File: src/scope_pkg.sv
`default_nettype none

package scope_pkg;

   // Host register bus
   typedef logic [7:0] reg_addr_t;
   typedef logic [7:0] reg_data_t;   // Also carries the FIFO fill level

   // One probe sample from the logic analyzer
   typedef logic [7:0] sample_t;

   // Target pin control
   localparam reg_addr_t REG_TARGET_CTRL = 8'h10;

   // Logic-analyzer capture
   localparam reg_addr_t REG_LA_CTRL    = 8'h20;
   localparam reg_addr_t REG_LA_SAMPLES = 8'h21;   // Slots per capture
   localparam reg_addr_t REG_LA_DIV     = 8'h22;   // Slot period minus one
   localparam reg_addr_t REG_LA_STATUS  = 8'h23;

   // Sample FIFO read-back
   localparam reg_addr_t REG_FIFO_COUNT = 8'h30;
   localparam reg_addr_t REG_FIFO_DATA  = 8'h31;   // Pops at the end of the read

   // REG_TARGET_CTRL bits
   localparam int TGT_POWER_OFF_BIT = 0;
   localparam int TGT_AVRPROG_BIT   = 1;
   localparam int TGT_NRST_OE_BIT   = 2;
   localparam int TGT_NRST_VAL_BIT  = 3;

   // REG_LA_CTRL bits, both act as commands
   localparam int LA_ARM_BIT   = 0;
   localparam int LA_CLEAR_BIT = 1;

   // REG_LA_STATUS bits
   localparam int LA_ACTIVE_BIT  = 0;
   localparam int LA_OVERRUN_BIT = 1;

endpackage

`default_nettype wire
File: src/scope_top.sv
`timescale 1ns/1ps
`default_nettype none

module scope_top import scope_pkg::*; #(
   parameter int pFIFO_DEPTH = 16,
   parameter int pFLASH_BITS = 4
) (
   input  wire            clk_usb_buf,
   input  wire            rst_n_i,
   input  wire reg_addr_t usb_addr_i,
   input  wire reg_data_t usb_data_i,
   input  wire            usb_rdn_i,
   input  wire            usb_wrn_i,
   input  wire            usb_cen_i,
   output reg_data_t      usb_data_o,
   output logic           usb_data_oe_o,
   input  wire            sam_mosi_i,
   input  wire            sam_spck_i,
   input  wire            avr_rst_i,
   input  wire            target_miso_i,
   output logic           target_poweron_o,
   output logic           target_nrst_o,
   output logic           target_nrst_oe_o,
   output logic           target_mosi_o,
   output logic           target_mosi_oe_o,
   output logic           target_sck_o,
   output logic           target_sck_oe_o,
   output logic           sam_miso_o,
   output logic           sam_miso_oe_o,
   input  wire sample_t   la_probe_i,
   input  wire            pll_status_i,
   output logic           led_adc_o,
   output logic           led_armed_o,
   output logic           led_cap_o
);

   reg_addr_t reg_addr;
   reg_data_t reg_wdata;
   logic      reg_write;
   logic      reg_read;
   reg_data_t read_data;
   reg_data_t rdata_tgt;
   reg_data_t rdata_la;
   reg_data_t rdata_fifo;
   logic      fifo_wr;
   sample_t   fifo_wdata;
   logic      fifo_flush;
   logic      credit_return;
   logic      la_active;
   logic      la_overrun;

   // Each block returns zero outside its own addresses
   always_ff @(posedge clk_usb_buf) begin
      read_data <= rdata_tgt | rdata_la | rdata_fifo;
   end

   host_bus_bridge i_bridge (
      .clk_usb_buf   (clk_usb_buf),
      .rst_n_i       (rst_n_i),
      .usb_addr_i    (usb_addr_i),
      .usb_data_i    (usb_data_i),
      .usb_rdn_i     (usb_rdn_i),
      .usb_wrn_i     (usb_wrn_i),
      .usb_cen_i     (usb_cen_i),
      .read_data_i   (read_data),
      .usb_data_o    (usb_data_o),
      .usb_data_oe_o (usb_data_oe_o),
      .reg_addr_o    (reg_addr),
      .reg_wdata_o   (reg_wdata),
      .reg_write_o   (reg_write),
      .reg_read_o    (reg_read)
   );

   target_pin_ctrl i_target (
      .clk_usb_buf      (clk_usb_buf),
      .rst_n_i          (rst_n_i),
      .reg_addr_i       (reg_addr),
      .reg_wdata_i      (reg_wdata),
      .reg_write_i      (reg_write),
      .sam_mosi_i       (sam_mosi_i),
      .sam_spck_i       (sam_spck_i),
      .avr_rst_i        (avr_rst_i),
      .target_miso_i    (target_miso_i),
      .reg_rdata_o      (rdata_tgt),
      .target_poweron_o (target_poweron_o),
      .target_nrst_o    (target_nrst_o),
      .target_nrst_oe_o (target_nrst_oe_o),
      .target_mosi_o    (target_mosi_o),
      .target_mosi_oe_o (target_mosi_oe_o),
      .target_sck_o     (target_sck_o),
      .target_sck_oe_o  (target_sck_oe_o),
      .sam_miso_o       (sam_miso_o),
      .sam_miso_oe_o    (sam_miso_oe_o)
   );

   la_capture #(
      .pFIFO_DEPTH (pFIFO_DEPTH)
   ) i_la (
      .clk_usb_buf     (clk_usb_buf),
      .rst_n_i         (rst_n_i),
      .reg_addr_i      (reg_addr),
      .reg_wdata_i     (reg_wdata),
      .reg_write_i     (reg_write),
      .la_probe_i      (la_probe_i),
      .credit_return_i (credit_return),
      .reg_rdata_o     (rdata_la),
      .fifo_wr_o       (fifo_wr),
      .fifo_wdata_o    (fifo_wdata),
      .fifo_flush_o    (fifo_flush),
      .la_active_o     (la_active),
      .la_overrun_o    (la_overrun)
   );

   sample_fifo #(
      .pFIFO_DEPTH (pFIFO_DEPTH)
   ) i_fifo (
      .clk_usb_buf     (clk_usb_buf),
      .rst_n_i         (rst_n_i),
      .reg_addr_i      (reg_addr),
      .reg_read_i      (reg_read),
      .fifo_wr_i       (fifo_wr),
      .fifo_wdata_i    (fifo_wdata),
      .fifo_flush_i    (fifo_flush),
      .reg_rdata_o     (rdata_fifo),
      .credit_return_o (credit_return)
   );

   status_leds #(
      .pFLASH_BITS (pFLASH_BITS)
   ) i_leds (
      .clk_usb_buf  (clk_usb_buf),
      .rst_n_i      (rst_n_i),
      .error_i      (la_overrun),   // Overrun is the only error kept
      .la_active_i  (la_active),
      .pll_status_i (pll_status_i),
      .led_adc_o    (led_adc_o),
      .led_armed_o  (led_armed_o),
      .led_cap_o    (led_cap_o)
   );

endmodule

`default_nettype wire

File: src/status_leds.sv
`timescale 1ns/1ps
`default_nettype none

module status_leds #(
   parameter int pFLASH_BITS = 4
) (
   input  wire  clk_usb_buf,
   input  wire  rst_n_i,
   input  wire  error_i,
   input  wire  la_active_i,
   input  wire  pll_status_i,
   output logic led_adc_o,
   output logic led_armed_o,
   output logic led_cap_o
);

   logic [pFLASH_BITS-1:0] flash_cnt_q;
   logic                   flash_pattern;

   always_ff @(posedge clk_usb_buf or negedge rst_n_i) begin
      if (!rst_n_i)
         flash_cnt_q <= '0;
      else
         flash_cnt_q <= flash_cnt_q + 1'b1;
   end

   assign flash_pattern = flash_cnt_q[pFLASH_BITS-1];   // Half period 2^(N-1)

   // Fast flash on a latched error, PLL lock otherwise
   assign led_adc_o   = error_i ? flash_pattern : !pll_status_i;
   assign led_armed_o = la_active_i;
   assign led_cap_o   = la_active_i;

endmodule

`default_nettype wire

File: src/sample_fifo.sv
`timescale 1ns/1ps
`default_nettype none

module sample_fifo import scope_pkg::*; #(
   parameter int pFIFO_DEPTH = 16
) (
   input  wire            clk_usb_buf,
   input  wire            rst_n_i,
   input  wire reg_addr_t reg_addr_i,
   input  wire            reg_read_i,
   input  wire            fifo_wr_i,
   input  wire sample_t   fifo_wdata_i,
   input  wire            fifo_flush_i,
   output reg_data_t      reg_rdata_o,
   output logic           credit_return_o
);

   localparam int AW = $clog2(pFIFO_DEPTH);
   localparam int CW = $clog2(pFIFO_DEPTH + 1);

   sample_t       mem_q [pFIFO_DEPTH];
   logic [AW-1:0] wr_ptr_q;
   logic [AW-1:0] rd_ptr_q;
   logic [CW-1:0] count_q;
   logic          empty;
   logic          pop;
   sample_t       head;

   // Wraps at any depth, not only powers of two
   function automatic logic [AW-1:0] ptr_next(input logic [AW-1:0] ptr);
      if (ptr == AW'(pFIFO_DEPTH - 1))
         ptr_next = '0;
      else
         ptr_next = ptr + 1'b1;
   endfunction

   assign empty = (count_q == '0);
   assign pop   = reg_read_i && (reg_addr_i == REG_FIFO_DATA) && !empty && !fifo_flush_i;
   assign head  = empty ? '0 : mem_q[rd_ptr_q];

   assign credit_return_o = pop;   // One credit back per entry freed

   always_ff @(posedge clk_usb_buf) begin
      if (fifo_wr_i)
         mem_q[wr_ptr_q] <= fifo_wdata_i;
   end

   always_ff @(posedge clk_usb_buf or negedge rst_n_i) begin
      if (!rst_n_i) begin
         wr_ptr_q <= '0;
         rd_ptr_q <= '0;
         count_q  <= '0;
      end else if (fifo_flush_i) begin
         wr_ptr_q <= '0;
         rd_ptr_q <= '0;
         count_q  <= '0;
      end else begin
         if (fifo_wr_i)
            wr_ptr_q <= ptr_next(wr_ptr_q);
         if (pop)
            rd_ptr_q <= ptr_next(rd_ptr_q);
         count_q <= count_q + CW'(fifo_wr_i) - CW'(pop);
      end
   end

   always_comb begin
      case (reg_addr_i)
         REG_FIFO_COUNT: reg_rdata_o = reg_data_t'(count_q);
         REG_FIFO_DATA:  reg_rdata_o = head;
         default:        reg_rdata_o = '0;
      endcase
   end

   // The writer's credit count must keep it off a full FIFO
   a_no_write_full: assert property (@(posedge clk_usb_buf) disable iff (!rst_n_i)
      fifo_wr_i |-> (count_q != CW'(pFIFO_DEPTH)));

endmodule

`default_nettype wire

File: src/la_capture.sv
`timescale 1ns/1ps
`default_nettype none

module la_capture import scope_pkg::*; #(
   parameter int pFIFO_DEPTH = 16
) (
   input  wire            clk_usb_buf,
   input  wire            rst_n_i,
   input  wire reg_addr_t reg_addr_i,
   input  wire reg_data_t reg_wdata_i,
   input  wire            reg_write_i,
   input  wire sample_t   la_probe_i,
   input  wire            credit_return_i,
   output reg_data_t      reg_rdata_o,
   output logic           fifo_wr_o,
   output sample_t        fifo_wdata_o,
   output logic           fifo_flush_o,
   output logic           la_active_o,
   output logic           la_overrun_o
);

   localparam int CW = $clog2(pFIFO_DEPTH + 1);

   typedef enum logic {
      ST_IDLE,
      ST_CAPTURE
   } la_state_e;

   la_state_e     state_q;
   reg_data_t     samples_q;
   reg_data_t     div_q;
   reg_data_t     timer_q;        // Cycles left to the next slot
   reg_data_t     slots_left_q;
   logic [CW-1:0] credit_q;       // Free FIFO entries not yet claimed
   logic          overrun_q;

   logic ctrl_wr;
   logic arm_req;
   logic clear_req;
   logic slot;
   logic take;

   assign ctrl_wr   = reg_write_i && (reg_addr_i == REG_LA_CTRL);
   assign arm_req   = ctrl_wr && reg_wdata_i[LA_ARM_BIT];
   assign clear_req = ctrl_wr && reg_wdata_i[LA_CLEAR_BIT];
   assign slot      = (state_q == ST_CAPTURE) && (timer_q == '0) && !arm_req;
   assign take      = slot && (credit_q != '0);

   always_ff @(posedge clk_usb_buf or negedge rst_n_i) begin
      if (!rst_n_i) begin
         samples_q <= '0;
         div_q     <= '0;
      end else if (reg_write_i) begin
         if (reg_addr_i == REG_LA_SAMPLES)
            samples_q <= reg_wdata_i;
         if (reg_addr_i == REG_LA_DIV)
            div_q <= reg_wdata_i;
      end
   end

   // Zero samples runs a full 256 slots
   always_ff @(posedge clk_usb_buf or negedge rst_n_i) begin
      if (!rst_n_i) begin
         state_q      <= ST_IDLE;
         timer_q      <= '0;
         slots_left_q <= '0;
      end else if (arm_req) begin
         state_q      <= ST_CAPTURE;   // Re-arm restarts a running capture
         timer_q      <= div_q;
         slots_left_q <= samples_q;
      end else if (state_q == ST_CAPTURE) begin
         if (slot) begin
            timer_q      <= div_q;
            slots_left_q <= slots_left_q - 1'b1;
            if (slots_left_q == 8'd1)
               state_q <= ST_IDLE;
         end else begin
            timer_q <= timer_q - 1'b1;
         end
      end
   end

   // Credits refill together with the flush request
   always_ff @(posedge clk_usb_buf or negedge rst_n_i) begin
      if (!rst_n_i) begin
         credit_q  <= CW'(pFIFO_DEPTH);
         overrun_q <= 1'b0;
      end else begin
         if (arm_req)
            credit_q <= CW'(pFIFO_DEPTH);
         else
            credit_q <= credit_q - CW'(take) + CW'(credit_return_i);
         if (clear_req)
            overrun_q <= 1'b0;
         else if (slot && (credit_q == '0))
            overrun_q <= 1'b1;   // Sample dropped, slot still counted
      end
   end

   always_ff @(posedge clk_usb_buf or negedge rst_n_i) begin
      if (!rst_n_i) begin
         fifo_wr_o    <= 1'b0;
         fifo_flush_o <= 1'b0;
      end else begin
         fifo_wr_o    <= take;
         fifo_flush_o <= arm_req;
      end
   end

   always_ff @(posedge clk_usb_buf) begin
      if (take)
         fifo_wdata_o <= la_probe_i;
   end

   assign la_active_o  = (state_q == ST_CAPTURE);
   assign la_overrun_o = overrun_q;

   always_comb begin
      reg_rdata_o = '0;
      case (reg_addr_i)
         REG_LA_CTRL:    reg_rdata_o[LA_ARM_BIT] = la_active_o;
         REG_LA_SAMPLES: reg_rdata_o = samples_q;
         REG_LA_DIV:     reg_rdata_o = div_q;
         REG_LA_STATUS: begin
            reg_rdata_o[LA_ACTIVE_BIT]  = la_active_o;
            reg_rdata_o[LA_OVERRUN_BIT] = overrun_q;
         end
         default: ;
      endcase
   end

   // Credits returned by the FIFO never outnumber the ones spent
   a_credit_bound: assert property (@(posedge clk_usb_buf) disable iff (!rst_n_i)
      credit_q <= CW'(pFIFO_DEPTH));

endmodule

`default_nettype wire

File: src/target_pin_ctrl.sv
`timescale 1ns/1ps
`default_nettype none

module target_pin_ctrl import scope_pkg::*; (
   input  wire            clk_usb_buf,
   input  wire            rst_n_i,
   input  wire reg_addr_t reg_addr_i,
   input  wire reg_data_t reg_wdata_i,
   input  wire            reg_write_i,
   input  wire            sam_mosi_i,
   input  wire            sam_spck_i,
   input  wire            avr_rst_i,
   input  wire            target_miso_i,
   output reg_data_t      reg_rdata_o,
   output logic           target_poweron_o,
   output logic           target_nrst_o,
   output logic           target_nrst_oe_o,
   output logic           target_mosi_o,
   output logic           target_mosi_oe_o,
   output logic           target_sck_o,
   output logic           target_sck_oe_o,
   output logic           sam_miso_o,
   output logic           sam_miso_oe_o
);

   reg_data_t ctrl_q;
   logic      power_on;
   logic      avrprog;
   logic      nrst_oe;
   logic      nrst_val;

   always_ff @(posedge clk_usb_buf or negedge rst_n_i) begin
      if (!rst_n_i) begin
         // Target starts unpowered
         ctrl_q <= reg_data_t'(1) << TGT_POWER_OFF_BIT;
      end else if (reg_write_i && (reg_addr_i == REG_TARGET_CTRL)) begin
         ctrl_q <= reg_wdata_i;
      end
   end

   assign reg_rdata_o = (reg_addr_i == REG_TARGET_CTRL) ? ctrl_q : '0;

   assign power_on = !ctrl_q[TGT_POWER_OFF_BIT];
   assign avrprog  = ctrl_q[TGT_AVRPROG_BIT];
   assign nrst_oe  = ctrl_q[TGT_NRST_OE_BIT];
   assign nrst_val = ctrl_q[TGT_NRST_VAL_BIT];

   assign target_poweron_o = power_on;

   // Unpowered target sees every pin floating
   assign target_nrst_oe_o = power_on && (avrprog || nrst_oe);
   assign target_nrst_o    = avrprog ? avr_rst_i : nrst_val;

   // SPI programming pass-through from the SAM
   assign target_mosi_oe_o = power_on && avrprog;
   assign target_mosi_o    = sam_mosi_i;
   assign target_sck_oe_o  = power_on && avrprog;
   assign target_sck_o     = sam_spck_i;

   // MISO back to the SAM ignores power
   assign sam_miso_oe_o = avrprog;
   assign sam_miso_o    = target_miso_i;

endmodule

`default_nettype wire

File: src/host_bus_bridge.sv
`timescale 1ns/1ps
`default_nettype none

module host_bus_bridge import scope_pkg::*; (
   input  wire            clk_usb_buf,
   input  wire            rst_n_i,
   input  wire reg_addr_t usb_addr_i,
   input  wire reg_data_t usb_data_i,
   input  wire            usb_rdn_i,
   input  wire            usb_wrn_i,
   input  wire            usb_cen_i,
   input  wire reg_data_t read_data_i,
   output reg_data_t      usb_data_o,
   output logic           usb_data_oe_o,
   output reg_addr_t      reg_addr_o,
   output reg_data_t      reg_wdata_o,
   output logic           reg_write_o,
   output logic           reg_read_o
);

   // Strobe synchronizers, third stage is the edge-detect history
   logic rdn_s1, rdn_s2, rdn_s3;
   logic wrn_s1, wrn_s2, wrn_s3;
   logic cen_s1, cen_s2, cen_s3;

   // Pins sampled on the same edge as the first sync stage
   reg_addr_t addr_s1;
   reg_data_t data_s1;

   always_ff @(posedge clk_usb_buf or negedge rst_n_i) begin
      if (!rst_n_i) begin
         {rdn_s1, rdn_s2, rdn_s3} <= 3'b111;   // Strobes idle high
         {wrn_s1, wrn_s2, wrn_s3} <= 3'b111;
         {cen_s1, cen_s2, cen_s3} <= 3'b111;
      end else begin
         {rdn_s3, rdn_s2, rdn_s1} <= {rdn_s2, rdn_s1, usb_rdn_i};
         {wrn_s3, wrn_s2, wrn_s1} <= {wrn_s2, wrn_s1, usb_wrn_i};
         {cen_s3, cen_s2, cen_s1} <= {cen_s2, cen_s1, usb_cen_i};
      end
   end

   always_ff @(posedge clk_usb_buf) begin
      addr_s1 <= usb_addr_i;
      data_s1 <= usb_data_i;
      if (!cen_s1 && !wrn_s1)
         reg_wdata_o <= data_s1;   // Last value held under the write strobe
   end

   // Pulses on the rising edge of each synchronized strobe
   always_ff @(posedge clk_usb_buf or negedge rst_n_i) begin
      if (!rst_n_i) begin
         reg_write_o <= 1'b0;
         reg_read_o  <= 1'b0;
         reg_addr_o  <= '0;
      end else begin
         reg_write_o <= wrn_s2 && !wrn_s3 && !cen_s3;
         reg_read_o  <= rdn_s2 && !rdn_s3 && !cen_s3;
         if (!cen_s1 && (!wrn_s1 || !rdn_s1))
            reg_addr_o <= addr_s1;
      end
   end

   // Drive the bus while a read is in progress
   assign usb_data_oe_o = !rdn_s2 && !cen_s2;
   assign usb_data_o    = read_data_i;

   // The host never overlaps read and write strobes
   a_no_wr_rd_overlap: assert property (@(posedge clk_usb_buf) disable iff (!rst_n_i)
      !(reg_write_o && reg_read_o));

endmodule

`default_nettype wire

File: config.mk
export PLATFORM = sky130hd
export DESIGN_NAME = scope_top
export DESIGN_NICKNAME = d
export VERILOG_FILES = /design/src/scope_pkg.sv /design/src/scope_top.sv /design/src/status_leds.sv /design/src/sample_fifo.sv /design/src/la_capture.sv /design/src/target_pin_ctrl.sv /design/src/host_bus_bridge.sv
export SDC_FILE = /design/constraint.sdc
export NUM_CORES = 1
export LEC_CHECK = 0
export ABC_AREA = 1
export BUFFER_PORTS_ARGS = -buffer_cell sky130_fd_sc_hd__buf_2
export CAP_MARGIN = 20
export CORE_MARGIN = 5
export CORE_UTILIZATION = 45
export CTS_CLUSTER_DIAMETER = 80
export DETAILED_ROUTE_END_ITERATION = 10
export GPL_ROUTABILITY_DRIVEN = 1
export GPL_TIMING_DRIVEN = 0
export PLACE_DENSITY = 0.71
export SLEW_MARGIN = 40
export SYNTH_ARGS = -nofsm -noshare
export SYNTH_HDL_FRONTEND = slang
export SYNTH_SLANG_ARGS = --single-unit
File: constraint.sdc
create_clock -name clk_usb_buf -period 3 [get_ports clk_usb_buf]
set_input_delay 0.6 -clock clk_usb_buf [delete_from_list [all_inputs] [get_ports clk_usb_buf]]
set_output_delay 0.6 -clock clk_usb_buf [all_outputs]
set_load 0.01 [all_outputs]
Yosys cells after proc, flatten, opt, wreduce, memory -nomap -nowiden
Memory sizes are Yosys's and may differ from the RTL's.
Index checks and enable logic that the tools add are counted.
{"block": "totals", "inputBits": 34, "ram_bits": 128, "out_inout_bits": 21, "n_memories": 1, "ff_bits": 125}
{"block": "op_classes", "add_sub_neg": 9, "n_reduce_logical": 48, "n_eq_ne": 10, "mux": 30, "bitwise_logic": 2}
{"name": "i_fifo.mem_q", "words": 16, "width": 8, "read_ports": 1, "rd_ports_with_merged_regs": 0, "write_ports": 1, "line_no": "sample_fifo.sv:21", "rtl": "sample_t mem_q [pFIFO_DEPTH];"}
{"op": "8-bit 2-to-1 mux", "count": 8}
{"op": "8-bit by 6-bit == test with 1-bit output, second input constant", "count": 6}
{"op": "4-bit 2-to-1 mux", "count": 6}
{"op": "1-bit logical AND", "count": 20}
{"op": "8-bit OR", "count": 2}
{"op": "8-bit one-hot mux with 2 select lines", "count": 1}
{"op": "8-bit by 1-bit subtractor with 8-bit output, second input constant", "count": 2}
{"op": "1-bit zero test", "count": 13}
{"op": "4-bit by 1-bit adder with 4-bit output, second input constant", "count": 3}
{"op": "6-bit one-hot mux with 2 select lines", "count": 1}
{"op": "5-bit by 1-bit adder with 5-bit output", "count": 2}
{"op": "5-bit zero test", "count": 2}
{"op": "1-bit 2-to-1 mux", "count": 10}
{"op": "5-bit 2-to-1 mux", "count": 2}
{"op": "2-bit nonzero test", "count": 5}
{"op": "5-bit by 1-bit subtractor with 5-bit output", "count": 2}
{"op": "4-bit == test, second input constant", "count": 2}
{"op": "8-bit by 1-bit == test with 1-bit output, second input constant", "count": 1}
{"op": "8-bit by 5-bit == test with 1-bit output, second input constant", "count": 1}
{"op": "8-bit zero test", "count": 1}
{"op": "1-bit one-hot mux with 3 select lines", "count": 2}
{"op": "2-bit AND reduction", "count": 3}
{"op": "5-bit nonzero test", "count": 1}
{"op": "1-bit logical OR", "count": 2}
{"op": "2-bit OR reduction", "count": 1}

Depth between registers and ports, before layout
{"block": "depth", "word_depth": 9, "ltp_mapped": 17, "ltp_nobuf": 17}

Cells and area by module
A second synthesis with hierarchy kept.
{"block": "hier_totals", "hier_cells": 1117, "hier_area_um2": 11163.2}
{"mod": "sample_fifo", "n_inst": 1, "seq_area_each_um2": 4169.0, "area_each_um2": 6258.5, "cells_each": 581}
{"mod": "la_capture", "n_inst": 1, "seq_area_each_um2": 1267.5, "area_each_um2": 2678.8, "cells_each": 326}
{"mod": "host_bus_bridge", "n_inst": 1, "seq_area_each_um2": 1047.3, "area_each_um2": 1256.2, "cells_each": 82}
{"mod": "target_pin_ctrl", "n_inst": 1, "seq_area_each_um2": 201.4, "area_each_um2": 548.0, "cells_each": 80}
{"mod": "scope_top", "n_inst": 1, "seq_area_each_um2": 160.2, "area_each_um2": 250.2, "cells_each": 32}
{"mod": "status_leds", "n_inst": 1, "seq_area_each_um2": 100.1, "area_each_um2": 171.4, "cells_each": 16}

Worst setup path before layout
Ideal clock, no wire load.
{"block": "synth_path", "kind": "reg2reg", "start": "register i_la.timer_q[0]", "end": "register i_la.credit_q[4]", "t_arrival_ns": 2.992, "path_buffers": 0, "stages_incl_launch_ff": 17, "setup_slack_ns": -0.076, "synth_period_minus_slack_ns": 3.076, "cell_sequence": "dfrtp_1 -> inv_1 -> ha_1 -> nand4_1 -> nor2_4 -> nand2_1 -> nor2_1 -> ha_1 -> inv_1 -> ha_1 -> inv_1 -> fa_1 -> inv_1 -> a21oi_1 -> o21bai_1 -> xor2_1 -> or2_2"}
{"block": "synth_via", "elab_chain_cells": 7}
{"element": "start: declaration", "line_no": "la_capture.sv:32", "rtl": "reg_data_t timer_q;"}
{"element": "start signal: assignment", "line_no": "la_capture.sv:69", "rtl": "timer_q <= div_q;"}
{"element": "start signal: assignment", "line_no": "la_capture.sv:73", "rtl": "timer_q <= div_q;"}
{"element": "start signal: assignment", "line_no": "la_capture.sv:78", "rtl": "timer_q <= timer_q - 1'b1;"}
{"element": "8-bit zero test", "line_no": "la_capture.sv:46", "rtl": "assign slot = (state_q == ST_CAPTURE) && (timer_q == '0) && !arm_req;"}
{"element": "1-bit logical AND (2 in a row)", "line_no": "la_capture.sv:46"}
{"element": "1-bit logical AND", "line_no": "la_capture.sv:47", "rtl": "assign take = slot && (credit_q != '0);"}
{"element": "net i_la.take", "line_no": "la_capture.sv:41", "rtl": "logic take;"}
{"element": "5-bit by 1-bit subtractor with 5-bit output", "line_no": "la_capture.sv:92", "rtl": "credit_q <= credit_q - CW'(take) + CW'(credit_return_i);"}
{"element": "5-bit by 1-bit adder with 5-bit output", "line_no": "la_capture.sv:92"}
{"element": "5-bit 2-to-1 mux", "line_no": "la_capture.sv:89", "rtl": "if (arm_req)"}
{"element": "end signal: assignment", "line_no": "la_capture.sv:86", "rtl": "credit_q <= CW'(pFIFO_DEPTH);"}
{"element": "end signal: assignment", "line_no": "la_capture.sv:90", "rtl": "credit_q <= CW'(pFIFO_DEPTH);"}
{"element": "end signal: assignment", "line_no": "la_capture.sv:92"}
{"element": "end: declaration", "line_no": "la_capture.sv:34", "rtl": "logic [CW-1:0] credit_q;"}
The timed path passes the listed nets, and every way through them passes these cells.
A chain may end at the register's enable or synchronous reset.

Final worst setup path
Same ends and word-level chain as after synthesis.

==> impl_results.md <==
- Placed cells: 1396
- Clock Skew: 9.33 ps
- Post-synth EDFFs: about 140
- Final Max Tran Viols: 0
- Vias in the first global route: 7380
- Setup ws final: a little under 200 ps
- Fillers: 2015
- Comb power frac: 15.9%
- DR WL/cell: around 17 um
- Startpoint class of the critical path: flop
- FF+latch count, synth: about 250
- Post-Synth Simple-Gate Area: a little over a fifth
- CP endpoint kind: flop
- CTS H-Tree Depth: 1
- Status: complete, no violations
- Layout cell share with drive strength beyond 1: about 18%
- Worst-Skew Late Latency: 530 ps
- CP Class: flop to flop
- Sw Pwr: ~2.2 mW
- Synth warnings: 0
- Mean Syn Cell Area: 10.5 um^2
- WP data required: 3450 ps
- Top cell family by delay on the critical path: adder cells
- WL final: between 20 and 25 mm
- Largest family of logic cells by synthesized area: simple AND/OR/NAND/NOR gates
- Yosys top cell area share: around two fifths
- Cells after Synth: ~1000
- Clock power share: roughly 36%
- Chip width: around 160 um
- Die area: 27100 um^2
- Row count: 56
- Hold Slack: about 170 ps
- Clock tree from TritonCTS: built
- I/O pins: 55
- Max frequency: between 0.3 and 0.4 GHz
- Post-synth ARST share: 33.6%
- Final-report hold violation count: 0
- Initial Utilization: 45.8%
- Max IR drop VDD: 327 uV
- Congestion Overflow GR: 0
- Power per cell area: 681 nW/um^2
- Leakage: 5.16 nW
- First-pass GRT wire length: 38.7 mm
- CTS clk-pin slew, worst paths: ~60 ps
- Setup violations, final: 0
- Post-synth cell types: 43
- # nets final: between 1000 and 1500
- Die Height: 165 um
- Adder-cell area share of the yosys netlist: under 10%
- Non-Filler Instances: around 1500
- Compound-Gate Fraction of Synth Area: about 4.3%
- Global placement routability congestion: roughly 0.84
- Syn Nets: ~1100
- Worst path slowest cell: dfrtp_1
- Period utilization: ~93%
- CTS Root Cell: clkbuf_16
- Top post-synthesis cells by area: edfxtp_1 (40%), dfrtp_1 (17%), nand2_1 (9.3%), nand3_1 (6.0%), dfxtp_1 (4.5%)
- Longest Clk Path Bufs: 3
- Synth area leader: edfxtp_1
- DRC: 0
- Core area: 23500 um^2
- DRT antenna net count: 0
- N_diodes: 0
- Pre-CTS WS: -553 ps
- Buf/Inv on CP: 4
- Area Overhead vs Synth: 15.5%
- CP peak stage delay: approximately 400 ps
- Post-DP HPWL: between 15 and 20 mm
- Post-synthesis sequential area ratio: between 60% and 70%
- Hold Path Class: input pin to flop
- Top_reg_cell synth: edfxtp_1
- Max_slew headroom: between 40% and 50%
- Sequential share of power: between 40% and 50%
- Post-Syn Area: roughly 11000 um^2
- Number of port buffers: 51
- Post-synthesis mux area share: less than 1%
- Number of CTS-inserted buffers: 26
- Switching Share: between 20 and 30%
- Crit Path Max Fanout: 4
- Via/cell ratio: between 5 and 6
- Synth Area in XOR/XNOR: 1.30%
- Largest net degree at the start of global routing: 63
- Period minus WS final: 2800 ps
- CTS sink count: 253
- Ordered list of cells on the worst path: inv_2, ha_2, nand4_1, nor2_4, nand2_4, nor2_4, ha_1, inv_1, ha_2, inv_1, fa_2, inv_2, a21oi_1, o21bai_1, xor2_1, or2_2
- Max Cap Viol: 0
- 1st-pass router iterations: 5
- Via count: around 7500
- Iteration-0 DRC count of the detailed router: 713
- GRT Resource Usage Total: 18.2%
- Internal power: approximately 6.3 mW
- Measured slew at the worst slew-check pin: ~800 ps
- Initial antenna violation count: 0
- Crit path DAT: 3250 ps
flip-flops by register name, indices dropped and copies added (netlist names), 4 cells and up:
name,flops
i_bridge.addr_s1,8
i_fifo.count_q,5
i_la.slots_left_q,8
i_la.credit_q,5
i_la.samples_q,8
i_leds.flash_cnt_q,4
i_la.fifo_wdata_o,8
i_target.ctrl_q,8
i_fifo.wr_ptr_q,4
i_fifo.mem_q,128
i_bridge.reg_addr_o,8
i_la.div_q,8
i_bridge.data_s1,8
i_fifo.rd_ptr_q,4
i_la.timer_q,8
read_data,8
i_bridge.reg_wdata_o,8
repair_timing:
| item | 4_1_cts | 5_1_grt |
|---|---|---|
| hold buffers | 1 | 0 |
| pin swaps | 2 | 4 |
| hold endpoints to repair | 22 | 0 |
| gates resized for setup | 3 | 8 |
| setup buffers | 2 | 9 |
| setup endpoints to repair | 4 | 2 |
cells by family (layout without fill, tap and decap cells):
group                      Yosys count  in the layout
and+or+nand+nor                    526            526
AOI/OAI and AO/OA                   83             83
xor gates and xnor gates            16             16
DFF                                253            253
buffers and inverters              121            231
muxes                                2              2
adders and majority gates           24             24
power groups by stage:
stage / Sequential, mW / Clock (mW) / Combinational (mW)
floorplan: 4.07 / 0 / 1.04
global placement: 4.11 / 0 / 1.23
detailed placement: 4.11 / 0 / 1.30
CTS: 4.05 / 3.11 / 1.31
global route: 4.08 / 3.28 / 1.55
finish: 4.05 / 3.06 / 1.34
placed cells by master (no fill, tap or decap), drive strengths merged, types with 3 or more instances in the layout:
cell type / instances
ha: 22
o21ai: 53
clkinv: 8
clkbuf: 43
buf: 92
a21oi: 23
inv: 86
nand3: 132
dfrtp: 74
nand4: 7
dfstp: 11
edfxtp: 144
nor3b: 3
nor3: 4
xnor2: 8
xor2: 8
nand2: 273
or2: 3
dfxtp: 24
nand3b: 3
nor2: 99
final cells by class:
cell class	count	area (um^2)	area share (%)
multi-input cells	651	3340	26.9
flip-flops and latches	253	6950	56.0
repair buffers	64	382	3.08
clock buffers	38	747	6.02
well taps	319	399	3.22
clock inverters	8	58.8	0.474
inverters	87	327	2.63
plain buffers	34	210	1.69
worst register-to-register path, cell delays in order (launching register included):
cell      delay (ps)
dfrtp_1          400
inv_2             90
ha_2             180
nand4_1          120
nor2_4           200
nand2_4           80
nor2_4           120
ha_1             230
inv_1             60
ha_2             170
inv_1             60
fa_2             350
inv_2             70
a21oi_1           60
o21bai_1         190
xor2_1            80
or2_2            270
worst paths after layout:
| kind | from | to | slack [ps] | cells after the start |
|---|---|---|---|---|
| setup / recovery | i_la.timer_q[0] | i_la.credit_q[4] | 200 | 16 |
| hold / removal | usb_data_i[4] | i_bridge.data_s1[4] | 170 | 1 |
| setup reg to reg | i_la.timer_q[0] | i_la.credit_q[4] | 200 | 16 |
| hold reg to reg | i_bridge.wrn_s2 | i_bridge.wrn_s3 | 360 | 0 |
| max in group asynchronous | rst_n_i | i_bridge.rdn_s1 | 1880 | 3 |
| min in group asynchronous | rst_n_i | i_la.timer_q[1] | 500 | 2 |
synth_stat cells (5+ instances only):
cell	count
xor2_1	8
nand4_1	7
buf_2	15
nand3_1	128
o21ai_0	34
nor2_4	6
nand2_1	266
nor2_1	88
buf_4	7
clkbuf_1	5
dfxtp_1	24
nor2_2	5
ha_1	22
edfxtp_1	144
dfrtp_1	74
xnor2_1	8
buf_6	5
inv_2	13
o21ai_1	11
inv_1	73
a21oi_1	23
o21ai_2	8
dfstp_2	11
metrics by stage:
stage	util (%)	total power [mW]	TNS [ps]	instance area, um^2
after floorplan	-	5.11	0	10700
after global placement	48.6	5.34	-577	11400
after detailed placement	48.8	5.41	-959	11500
after CTS	52.4	8.47	0	12300
after global routing	52.8	8.91	-16.1	12400
final	52.8	8.45	0	12400
layer usage:
| metal | GRT usage, % | vias to the layer above | share of wire, % |
|---|---|---|---|
| met5 | 0 | - | 0 |
| met3 | 3.02 | 40 | 7.5 |
| met4 | 4.69 | 0 | 2.0 |
| met2 | 29.1 | 259 | 46 |
| met1 | 26.2 | 3604 | 44 |
| li1 | - | 3608 | - |
No activity file was read; power rests on OpenSTA's default activity.
